==> src/axi_mmio_pkg.sv <==
// Fixed AXI field widths and beat types; QoS, region, lock and user sideband fields are not carried
`default_nettype none

package axi_mmio_pkg;

    // --------------------------------------------------
    // Field widths
    // --------------------------------------------------
    localparam int ID_W    = 9;
    localparam int ADDR_W  = 32;
    localparam int DATA_W  = 64;
    localparam int STRB_W  = 8;
    localparam int LEN_W   = 8;
    localparam int SIZE_W  = 3;
    localparam int BURST_W = 2;
    localparam int CACHE_W = 4;
    localparam int PROT_W  = 3;
    localparam int RESP_W  = 2;

    // Stage kind per channel
    typedef enum logic [1:0] {
        REG_SKID   = 2'd0,
        REG_SIMPLE = 2'd1,
        REG_BYPASS = 2'd2
    } reg_mode_e;

    // --------------------------------------------------
    // Channel beats
    // --------------------------------------------------
    // Address request, shared by AW and AR (61 bits)
    typedef struct packed {
        logic [ID_W-1:0]    id;
        logic [ADDR_W-1:0]  addr;
        logic [LEN_W-1:0]   len;
        logic [SIZE_W-1:0]  size;
        logic [BURST_W-1:0] burst;
        logic [CACHE_W-1:0] cache;
        logic [PROT_W-1:0]  prot;
    } aw_beat_t;

    typedef aw_beat_t ar_beat_t;

    typedef struct packed {
        logic [DATA_W-1:0] data;
        logic [STRB_W-1:0] strb;
        logic              last;
    } w_beat_t;

    typedef struct packed {
        logic [ID_W-1:0]   id;
        logic [RESP_W-1:0] resp;
    } b_beat_t;

    typedef struct packed {
        logic [ID_W-1:0]   id;
        logic [DATA_W-1:0] data;
        logic [RESP_W-1:0] resp;
        logic              last;
    } r_beat_t;

endpackage

`default_nettype wire

==> src/axi_pipe_stage.sv <==
// Single valid/ready stage; skid and simple forms add one cycle of latency, bypass adds none
`default_nettype none
`timescale 1ns/10ps

module axi_pipe_stage
    import axi_mmio_pkg::*;
#(
    parameter reg_mode_e MODE      = REG_SKID,
    parameter type       payload_t = logic [7:0]
) (
    input  logic     clk,
    input  logic     rst_n,

    // Upstream side
    input  logic     in_valid,
    output logic     in_ready,
    input  payload_t in_data,

    // Downstream side
    output logic     out_valid,
    input  logic     out_ready,
    output payload_t out_data
);

    generate
        if (MODE == REG_SKID) begin : g_skid
            // --------------------------------------------------
            // Skid buffer, ready path fully registered
            // --------------------------------------------------
            logic     main_valid_q;
            logic     skid_valid_q;
            logic     ready_q;
            payload_t main_q;
            payload_t skid_q;

            logic     in_fire;
            logic     main_free;
            logic     main_valid_d;
            logic     skid_valid_d;

            assign in_fire   = in_valid & ready_q;
            // Main register drains or is empty this cycle
            assign main_free = ~main_valid_q | out_ready;

            // Skid entry only fills while main is stalled
            always_comb begin
                if (main_free) begin
                    main_valid_d = skid_valid_q | in_fire;
                    skid_valid_d = 1'b0;
                end else begin
                    main_valid_d = 1'b1;
                    skid_valid_d = skid_valid_q | in_fire;
                end
            end

            always_ff @(posedge clk or negedge rst_n) begin
                if (!rst_n) begin
                    main_valid_q <= 1'b0;
                    skid_valid_q <= 1'b0;
                    ready_q      <= 1'b1;
                end else begin
                    main_valid_q <= main_valid_d;
                    skid_valid_q <= skid_valid_d;
                    ready_q      <= ~skid_valid_d;
                end
            end

            always_ff @(posedge clk) begin
                if (main_free) begin
                    main_q <= skid_valid_q ? skid_q : in_data;
                end
                if (!main_free && in_fire) begin
                    skid_q <= in_data;
                end
            end

            assign in_ready  = ready_q;
            assign out_valid = main_valid_q;
            assign out_data  = main_q;

        end else if (MODE == REG_SIMPLE) begin : g_simple
            // --------------------------------------------------
            // Single entry, ready follows downstream
            // --------------------------------------------------
            logic     valid_q;
            payload_t data_q;

            assign in_ready = ~valid_q | out_ready;

            always_ff @(posedge clk or negedge rst_n) begin
                if (!rst_n) begin
                    valid_q <= 1'b0;
                end else if (in_ready) begin
                    valid_q <= in_valid;
                end
            end

            always_ff @(posedge clk) begin
                if (in_valid && in_ready) begin
                    data_q <= in_data;
                end
            end

            assign out_valid = valid_q;
            assign out_data  = data_q;

        end else begin : g_bypass
            // Straight wires, zero latency
            assign out_valid = in_valid;
            assign out_data  = in_data;
            assign in_ready  = out_ready;
        end
    endgenerate

endmodule

`default_nettype wire

==> src/axi_register.sv <==
// One register slice on all five AXI channels; channels are independent, no cross-channel ordering
`default_nettype none
`timescale 1ns/10ps

module axi_register
    import axi_mmio_pkg::*;
#(
    parameter reg_mode_e AW_MODE = REG_SKID,
    parameter reg_mode_e W_MODE  = REG_SKID,
    parameter reg_mode_e B_MODE  = REG_SKID,
    parameter reg_mode_e AR_MODE = REG_SKID,
    parameter reg_mode_e R_MODE  = REG_SKID
) (
    input  logic     clk,
    input  logic     rst_n,

    // --------------------------------------------------
    // User side
    // --------------------------------------------------
    input  logic     s_awvalid,
    output logic     s_awready,
    input  aw_beat_t s_aw,

    input  logic     s_wvalid,
    output logic     s_wready,
    input  w_beat_t  s_w,

    output logic     s_bvalid,
    input  logic     s_bready,
    output b_beat_t  s_b,

    input  logic     s_arvalid,
    output logic     s_arready,
    input  ar_beat_t s_ar,

    output logic     s_rvalid,
    input  logic     s_rready,
    output r_beat_t  s_r,

    // --------------------------------------------------
    // Memory side
    // --------------------------------------------------
    output logic     m_awvalid,
    input  logic     m_awready,
    output aw_beat_t m_aw,

    output logic     m_wvalid,
    input  logic     m_wready,
    output w_beat_t  m_w,

    input  logic     m_bvalid,
    output logic     m_bready,
    input  b_beat_t  m_b,

    output logic     m_arvalid,
    input  logic     m_arready,
    output ar_beat_t m_ar,

    input  logic     m_rvalid,
    output logic     m_rready,
    input  r_beat_t  m_r
);

    // Write address, user to memory
    axi_pipe_stage #(
        .MODE      (AW_MODE),
        .payload_t (aw_beat_t)
    ) i_aw_stage (
        .clk       (clk),
        .rst_n     (rst_n),
        .in_valid  (s_awvalid),
        .in_ready  (s_awready),
        .in_data   (s_aw),
        .out_valid (m_awvalid),
        .out_ready (m_awready),
        .out_data  (m_aw)
    );

    // Write data, user to memory
    axi_pipe_stage #(
        .MODE      (W_MODE),
        .payload_t (w_beat_t)
    ) i_w_stage (
        .clk       (clk),
        .rst_n     (rst_n),
        .in_valid  (s_wvalid),
        .in_ready  (s_wready),
        .in_data   (s_w),
        .out_valid (m_wvalid),
        .out_ready (m_wready),
        .out_data  (m_w)
    );

    // Write response runs the other way, memory to user
    axi_pipe_stage #(
        .MODE      (B_MODE),
        .payload_t (b_beat_t)
    ) i_b_stage (
        .clk       (clk),
        .rst_n     (rst_n),
        .in_valid  (m_bvalid),
        .in_ready  (m_bready),
        .in_data   (m_b),
        .out_valid (s_bvalid),
        .out_ready (s_bready),
        .out_data  (s_b)
    );

    // Read address, user to memory
    axi_pipe_stage #(
        .MODE      (AR_MODE),
        .payload_t (ar_beat_t)
    ) i_ar_stage (
        .clk       (clk),
        .rst_n     (rst_n),
        .in_valid  (s_arvalid),
        .in_ready  (s_arready),
        .in_data   (s_ar),
        .out_valid (m_arvalid),
        .out_ready (m_arready),
        .out_data  (m_ar)
    );

    // Read data, memory to user
    axi_pipe_stage #(
        .MODE      (R_MODE),
        .payload_t (r_beat_t)
    ) i_r_stage (
        .clk       (clk),
        .rst_n     (rst_n),
        .in_valid  (m_rvalid),
        .in_ready  (m_rready),
        .in_data   (m_r),
        .out_valid (s_rvalid),
        .out_ready (s_rready),
        .out_data  (s_r)
    );

endmodule

`default_nettype wire

==> src/axi_mmio_register.sv <==
// AXI pipeline of NUM_PIPELINES slices (0 gives wires); freeze holds AW/W/AR beats, B and R never frozen
`default_nettype none
`timescale 1ns/10ps

module axi_mmio_register
    import axi_mmio_pkg::*;
#(
    parameter int unsigned NUM_PIPELINES = 1,
    parameter reg_mode_e   AW_MODE       = REG_SKID,
    parameter reg_mode_e   W_MODE        = REG_SKID,
    parameter reg_mode_e   B_MODE        = REG_SKID,
    parameter reg_mode_e   AR_MODE       = REG_SKID,
    parameter reg_mode_e   R_MODE        = REG_SKID
) (
    input  logic     clk,
    input  logic     rst_n,
    // High during partial reconfiguration of the user region
    input  logic     freeze,

    // User side
    input  logic     s_awvalid,
    output logic     s_awready,
    input  aw_beat_t s_aw,
    input  logic     s_wvalid,
    output logic     s_wready,
    input  w_beat_t  s_w,
    output logic     s_bvalid,
    input  logic     s_bready,
    output b_beat_t  s_b,
    input  logic     s_arvalid,
    output logic     s_arready,
    input  ar_beat_t s_ar,
    output logic     s_rvalid,
    input  logic     s_rready,
    output r_beat_t  s_r,

    // Memory side
    output logic     m_awvalid,
    input  logic     m_awready,
    output aw_beat_t m_aw,
    output logic     m_wvalid,
    input  logic     m_wready,
    output w_beat_t  m_w,
    input  logic     m_bvalid,
    output logic     m_bready,
    input  b_beat_t  m_b,
    output logic     m_arvalid,
    input  logic     m_arready,
    output ar_beat_t m_ar,
    input  logic     m_rvalid,
    output logic     m_rready,
    input  r_beat_t  m_r
);

    // --------------------------------------------------
    // Chain links, index 0 is the user side
    // --------------------------------------------------
    logic     aw_valid [0:NUM_PIPELINES];
    logic     aw_ready [0:NUM_PIPELINES];
    aw_beat_t aw_data  [0:NUM_PIPELINES];
    logic     w_valid  [0:NUM_PIPELINES];
    logic     w_ready  [0:NUM_PIPELINES];
    w_beat_t  w_data   [0:NUM_PIPELINES];
    logic     b_valid  [0:NUM_PIPELINES];
    logic     b_ready  [0:NUM_PIPELINES];
    b_beat_t  b_data   [0:NUM_PIPELINES];
    logic     ar_valid [0:NUM_PIPELINES];
    logic     ar_ready [0:NUM_PIPELINES];
    ar_beat_t ar_data  [0:NUM_PIPELINES];
    logic     r_valid  [0:NUM_PIPELINES];
    logic     r_ready  [0:NUM_PIPELINES];
    r_beat_t  r_data   [0:NUM_PIPELINES];

    genvar i;
    generate
        for (i = 0; i < NUM_PIPELINES; i++) begin : g_slice
            axi_register #(
                .AW_MODE (AW_MODE),
                .W_MODE  (W_MODE),
                .B_MODE  (B_MODE),
                .AR_MODE (AR_MODE),
                .R_MODE  (R_MODE)
            ) i_slice (
                .clk       (clk),
                .rst_n     (rst_n),
                .s_awvalid (aw_valid[i]),   .s_awready (aw_ready[i]),   .s_aw (aw_data[i]),
                .s_wvalid  (w_valid[i]),    .s_wready  (w_ready[i]),    .s_w  (w_data[i]),
                .s_bvalid  (b_valid[i]),    .s_bready  (b_ready[i]),    .s_b  (b_data[i]),
                .s_arvalid (ar_valid[i]),   .s_arready (ar_ready[i]),   .s_ar (ar_data[i]),
                .s_rvalid  (r_valid[i]),    .s_rready  (r_ready[i]),    .s_r  (r_data[i]),
                .m_awvalid (aw_valid[i+1]), .m_awready (aw_ready[i+1]), .m_aw (aw_data[i+1]),
                .m_wvalid  (w_valid[i+1]),  .m_wready  (w_ready[i+1]),  .m_w  (w_data[i+1]),
                .m_bvalid  (b_valid[i+1]),  .m_bready  (b_ready[i+1]),  .m_b  (b_data[i+1]),
                .m_arvalid (ar_valid[i+1]), .m_arready (ar_ready[i+1]), .m_ar (ar_data[i+1]),
                .m_rvalid  (r_valid[i+1]),  .m_rready  (r_ready[i+1]),  .m_r  (r_data[i+1])
            );
        end
    endgenerate

    // User side chain ends
    assign aw_valid[0] = s_awvalid;
    assign aw_data[0]  = s_aw;
    assign s_awready   = aw_ready[0];
    assign w_valid[0]  = s_wvalid;
    assign w_data[0]   = s_w;
    assign s_wready    = w_ready[0];
    assign ar_valid[0] = s_arvalid;
    assign ar_data[0]  = s_ar;
    assign s_arready   = ar_ready[0];
    assign s_bvalid    = b_valid[0];
    assign s_b         = b_data[0];
    assign b_ready[0]  = s_bready;
    assign s_rvalid    = r_valid[0];
    assign s_r         = r_data[0];
    assign r_ready[0]  = s_rready;

    // --------------------------------------------------
    // Memory side, requests held back while frozen
    // --------------------------------------------------
    // Ready gated too, so the last slice never sees a transfer during freeze
    assign m_awvalid = aw_valid[NUM_PIPELINES] & ~freeze;
    assign aw_ready[NUM_PIPELINES] = m_awready & ~freeze;
    assign m_aw      = aw_data[NUM_PIPELINES];
    assign m_wvalid  = w_valid[NUM_PIPELINES] & ~freeze;
    assign w_ready[NUM_PIPELINES]  = m_wready & ~freeze;
    assign m_w       = w_data[NUM_PIPELINES];
    assign m_arvalid = ar_valid[NUM_PIPELINES] & ~freeze;
    assign ar_ready[NUM_PIPELINES] = m_arready & ~freeze;
    assign m_ar      = ar_data[NUM_PIPELINES];

    // Responses pass untouched
    assign b_valid[NUM_PIPELINES] = m_bvalid;
    assign b_data[NUM_PIPELINES]  = m_b;
    assign m_bready               = b_ready[NUM_PIPELINES];
    assign r_valid[NUM_PIPELINES] = m_rvalid;
    assign r_data[NUM_PIPELINES]  = m_r;
    assign m_rready               = r_ready[NUM_PIPELINES];

endmodule

`default_nettype wire

==> config.mk <==
export PLATFORM = sky130hd
export DESIGN_NAME = axi_mmio_register
export DESIGN_NICKNAME = d
export VERILOG_FILES = /design/src/axi_mmio_pkg.sv /design/src/axi_pipe_stage.sv /design/src/axi_register.sv /design/src/axi_mmio_register.sv
export SDC_FILE = /design/constraint.sdc
export NUM_CORES = 1
export LEC_CHECK = 0
export BUFFER_PORTS_ARGS = -buffer_cell sky130_fd_sc_hd__buf_2
export CAP_MARGIN = 0
export CORE_AREA = 2 2 231 233
export CTS_CLUSTER_DIAMETER = 40
export DETAILED_ROUTE_END_ITERATION = 10
export DIE_AREA = 0 0 233 235
export PLACE_DENSITY = 0.7
export SLEW_MARGIN = 20
export SYNTH_ARGS = -nofsm -noshare
export SYNTH_HDL_FRONTEND = slang
export SYNTH_HIERARCHICAL = 1
export SYNTH_SLANG_ARGS = --single-unit
==> constraint.sdc <==
create_clock -name clk -period 11.45 [get_ports clk]
set_input_delay 3.435 -clock clk [delete_from_list [all_inputs] [get_ports clk]]
set_output_delay 3.435 -clock clk [all_outputs]
set_load 0.02 [all_outputs]
; Word-level counts from Yosys, hierarchy flattened
; Index checks and enable logic that the tools add are counted.
[op_classes]
n_addsub = 0
multipliers = 0
div = 0
n_lt_le_gt_ge = 0
n_eq_ne = 0
shifts = 0
mux = 15
bitwise_logic = 32
reduce_logical = 10
[ops]
columns = operator, count
row1 = $mux 61, 2
row2 = $mux 76, 1
row3 = $mux 73, 1
row4 = $and 1x1->1, 11
row5 = $mux 11, 1
row6 = $not 1->1, 11
row7 = $mux 1, 10
row8 = $or 1x1->1, 10
row9 = $logic_and 1x1->1, 5
row10 = $logic_not 1->1, 5
[totals]
reg_bits = 579
latch_bits = 0
mem_bits_rw = 0
mem_bits_ro = 0
out_inout_bits = 292
n_memories = 0

; Depth between registers and ports, before layout
[depth]
ltp_word = 5
ltp_mapped = 4
depth_no_buf = 3

; Modules after synthesis
; Netlist, hierarchy kept.
[by_module_without_submodules]
columns = module, n_inst, cells_each, area_each_um2
row1 = axi_pipe_stage (g_slice[0].i_slice.i_ar_stage ...), 2, 200, 4815.9
row2 = axi_pipe_stage (g_slice[0].i_slice.i_r_stage), 1, 247, 5729.2
row3 = axi_pipe_stage (g_slice[0].i_slice.i_w_stage), 1, 237, 5624.1
row4 = axi_pipe_stage (g_slice[0].i_slice.i_b_stage), 1, 44, 942.2
row5 = axi_mmio_register, 1, 6, 37.5

; Worst setup path before layout
; Ideal clock, no wire load.
[synth_timing]
path_kind = in2reg
start = input port s_rready
end = register g_slice[0].i_slice/i_r_stage/g_skid.skid_q[0] in the netlist's numbering (enable)
setup_ps = 511
t_arrival_ps = 8683
t_required_ps = 10939
path_slack_ps = 2255
cell_stages = 2
cell_sequence = nand2b_1 > nor2_1
[synth_via]
elab_chain_len = 3
[synth_rtl]
columns = item, line
row1 = "start, declared", axi_mmio_register.sv:34  ; input logic s_rready,
row2 = $or 1x1->1, axi_pipe_stage.sv:43  ; assign main_free = ~main_valid_q | out_ready;
row3 = $logic_not 1->1, axi_pipe_stage.sv:72  ; if (!main_free && in_fire) begin
row4 = $logic_and 1x1->1, axi_pipe_stage.sv:72
row5 = "end signal, assigned", axi_pipe_stage.sv:73  ; skid_q <= in_data;
row6 = "end, declared", axi_pipe_stage.sv:34  ; payload_t skid_q;
; No other way between the ends.
; A chain may end at the register's enable or synchronous reset.

; Worst setup path after layout
[layout_timing]
start = input port freeze
end = output port m_awvalid
[layout_via]
elab_chain_len = 2
[layout_rtl]
columns = item, line
row1 = "start, declared", axi_mmio_register.sv:18  ; input logic freeze,
row2 = $not 1->1, axi_mmio_register.sv:121  ; assign m_awvalid = aw_valid[NUM_PIPELINES] & ~freeze;
row3 = $and 1x1->1, axi_mmio_register.sv:121
row4 = "end, declared", axi_mmio_register.sv:38  ; output logic m_awvalid,
; No other way between the ends.

==> metrics.cfg <==
[worst_hold_path]
min_from=g_slice[0].i_slice/i_w_stage/g_skid.skid_q[27]
hold_class=reg -> reg

[route]
via_count=11300
drt_iter0_markers=542
ant_nets=0
drtPass1Iterations=5
via_per_inst=4.80
wl_um=50500
drc=0
post_drt_wl_per_cell_um=21.4

[logic_synthesis]
ys.flop_type=edfxtp_1
syn_area_per_cell_um2=23.5
synth.area.top_cells=edfxtp_1 (77%), mux2_4 (15%), mux2_2 (3.2%)
synth_seq_cells=579
synth_top_area_share_pct=77.1
yosysWarnings=6
async_flop_share_pct=2.59
yosys-top-cells-count=edfxtp_1 (564), mux2_4 (220), mux2_2 (62)
seq_area_frac_synth_pct=78.8
synth-edff-count=564
synth_cell_type_count=16
synth_most_common_cell=edfxtp_1
syn_inst=934
synth_area_um2=22000
yosys.area.top_type=edfxtp_1
syn_nets=1229

[clock_network]
h-tree-depth=3
path_clk_slew_ns=0.05
cts_tree=yes
cts_hold_buf=0
cts-resized-gates=0
cts_buffer_depth=3
cts_buffers=85
clk_latency_ns=0.61
cts.sinks=579
postCtsSetupBuffers=0
clockRootBuffer=clkbuf_16

[setup_path]
cpMostUsedCell=buf_2
crit_path_start=freeze
reg2reg_slack_ns=8.77
critPathTopFamily=buffers and inverters
worstPathMaxFanout=6
start_kind=input pin
worstPathArrival_ns=3.88
cp_cell_sequence=buf_2, nor2b_1, buf_2
cp_slowest_cell=buf_2
r2r-start=g_slice[0].i_slice/i_r_stage/out_valid
end_kind=output port
path_depth=3
r2r-end=g_slice[0].i_slice/i_r_stage/g_skid.skid_q[24]
path_class=in -> out
max_stage_delay_ns=0.17
path_buf_inv=2
reg2reg_depth=4
crit_end=m_awvalid
cp.required_ns=8.02

[placement]
pre_cts_slack_ns=4.13
place_congestion=0.869
postPlaceCellArea_um2=25500
dp_hpwl_um=34700
dp_cells=2186
numPortBuffers=586

[layout]
final_nets=1883
fin_area_um2=28700
final_cells=2359
final_util_pct=54.9
num-fill-cells=4058
synthToLayoutAreaGrowth_pct=30.5
layout-drive-gt1-share_pct=63.0

[timing]
finalSetupViolations=0
slew_headroom_pct=29.8
worst_pin_slew_ns=1.05
period_needed_ns=7.32
final_hold_viol_count=0
maxSlewViolCount=0
rsz0062_at_grt=false
finalSetupTns_ns=0
period_share_pct=63.9
finalClockSkew_ns=0.0206
fin_ws_ns=4.13
max_freq_mhz=137

[global_route]
grt_pass1_wl_um=72500
grt_pass1_vias=11700
antenna_found_initial=15
grt_start_max_net_pins=81
track_usage_pct=17.8
overflow=0

[pwr]
powerDensity_nw_per_um2=240
max-vdd-ir-drop_mv=0.136
p_leak_nw=11.4

[die]
core_um2=52200
start_util_pct=42.0
rows=84
die_w_um=233
dieArea_um2=54800
io_pins=587
fp.dieH_um=235

[run_status]
status=finished, final reports clean

[job]
drv_cap=0

routing by layer:
metal  track usage (%)  up-vias  share of wire (%)  wire length, um
met1              21.3     5701                 39            19800
met5                 0        -               0.10               51
li1                  -     5071                  -                -
met3              5.47       91                7.9             4010
met2              29.4      452                 50            25200
met4              8.11        8                2.9             1450
placed cells by master (no fill, tap or decap):
master | netlist | layout
a21oi_1 | 5 | 5
buf_12 | 12 | 1
buf_16 | 0 | 2
buf_2 | 5 | 586
buf_4 | 0 | 10
bufinv_16 | 0 | 16
clkbuf_1 | 0 | 4
clkbuf_16 | 0 | 86
clkinv_1 | 0 | 11
clkinv_2 | 0 | 4
clkinv_4 | 0 | 5
clkinv_8 | 0 | 7
clkinvlp_4 | 0 | 12
dfrtp_1 | 10 | 6
dfrtp_4 | 0 | 4
dfstp_2 | 5 | 5
diode_2 | 0 | 11
edfxtp_1 | 564 | 564
inv_16 | 0 | 2
inv_6 | 0 | 9
inv_8 | 0 | 3
mux2_2 | 62 | 62
mux2_4 | 220 | 220
nand2_1 | 10 | 10
nand2b_1 | 5 | 1
nand2b_2 | 0 | 2
nand2b_4 | 0 | 2
nor2_1 | 10 | 6
nor2_4 | 0 | 4
nor2b_1 | 6 | 6
or2_1 | 1 | 1
or2_2 | 4 | 4
per-stage QoR:
step / total power, mW / hold WS, ns
after floorplan: 3.82 / 0.517
after global placement: 4.13 / 0.528
after detailed placement: 4.16 / 0.533
after CTS: 6.96 / 0.534
after global routing: 7.13 / 0.537
final: 6.88 / 0.531
layout make-up:
cell class,instances,area [um2],share of cell area [%]
Timing Repair Buffer,599,3080,10.8
Clock inverter,69,942,3.29
Multi-Input combinational cell,323,4250,14.8
Antenna cell,11,27.5,0.0960
Clock buffer,90,2170,7.56
Sequential cell,579,17300,60.5
Tap cell,688,861,3.00
state kept, by name, indices dropped and copies added (netlist names), 11 cells and up:
register,count
g_slice.i_slice/i_w_stage/out_data,73
g_slice.i_slice/i_b_stage/out_data,11
g_slice.i_slice/i_ar_stage/out_data,61
g_slice.i_slice/i_b_stage/g_skid.skid_q,11
g_slice.i_slice/i_w_stage/g_skid.skid_q,73
g_slice.i_slice/i_ar_stage/g_skid.skid_q,61
g_slice.i_slice/i_aw_stage/g_skid.skid_q,61
g_slice.i_slice/i_aw_stage/out_data,61
g_slice.i_slice/i_r_stage/out_data,76
g_slice.i_slice/i_r_stage/g_skid.skid_q,76
report_power, final:
group / internal, mW / switching [mW]
sequential: 2.76 / 0.135
clock: 1.77 / 0.996
combinational: 0.534 / 0.684
total: 5.06 / 1.82
worst min-delay path by stage:
stage	slack [ns]	cells past startpoint	end
6_report	0.53	1	g_slice[0].i_slice/i_w_stage/out_data[27]
5_1_grt	0.54	1	g_slice[0].i_slice/i_w_stage/out_data[27]
4_1_cts	0.53	1	g_slice[0].i_slice/i_w_stage/out_data[27]
3_5_place_dp	0.53	1	g_slice[0].i_slice/i_aw_stage/out_data[58]
3_3_place_gp	0.53	1	g_slice[0].i_slice/i_r_stage/out_data[18]
2_1_floorplan	0.52	2	g_slice[0].i_slice/i_b_stage/out_valid
kinds of logic (layout without fill, tap and decap cells):
family	Yosys count	after routing	synth area share, %
flip-flops	579	579	78.8
multiplexers	282	282	18.2
AND/OR/NAND/NOR	36	36	0.798
buffers and inverters	32	758	2.03
AO/OA/AOI/OAI	5	5	0.114
other	0	11	0
(Power assumes the default switching activity.)
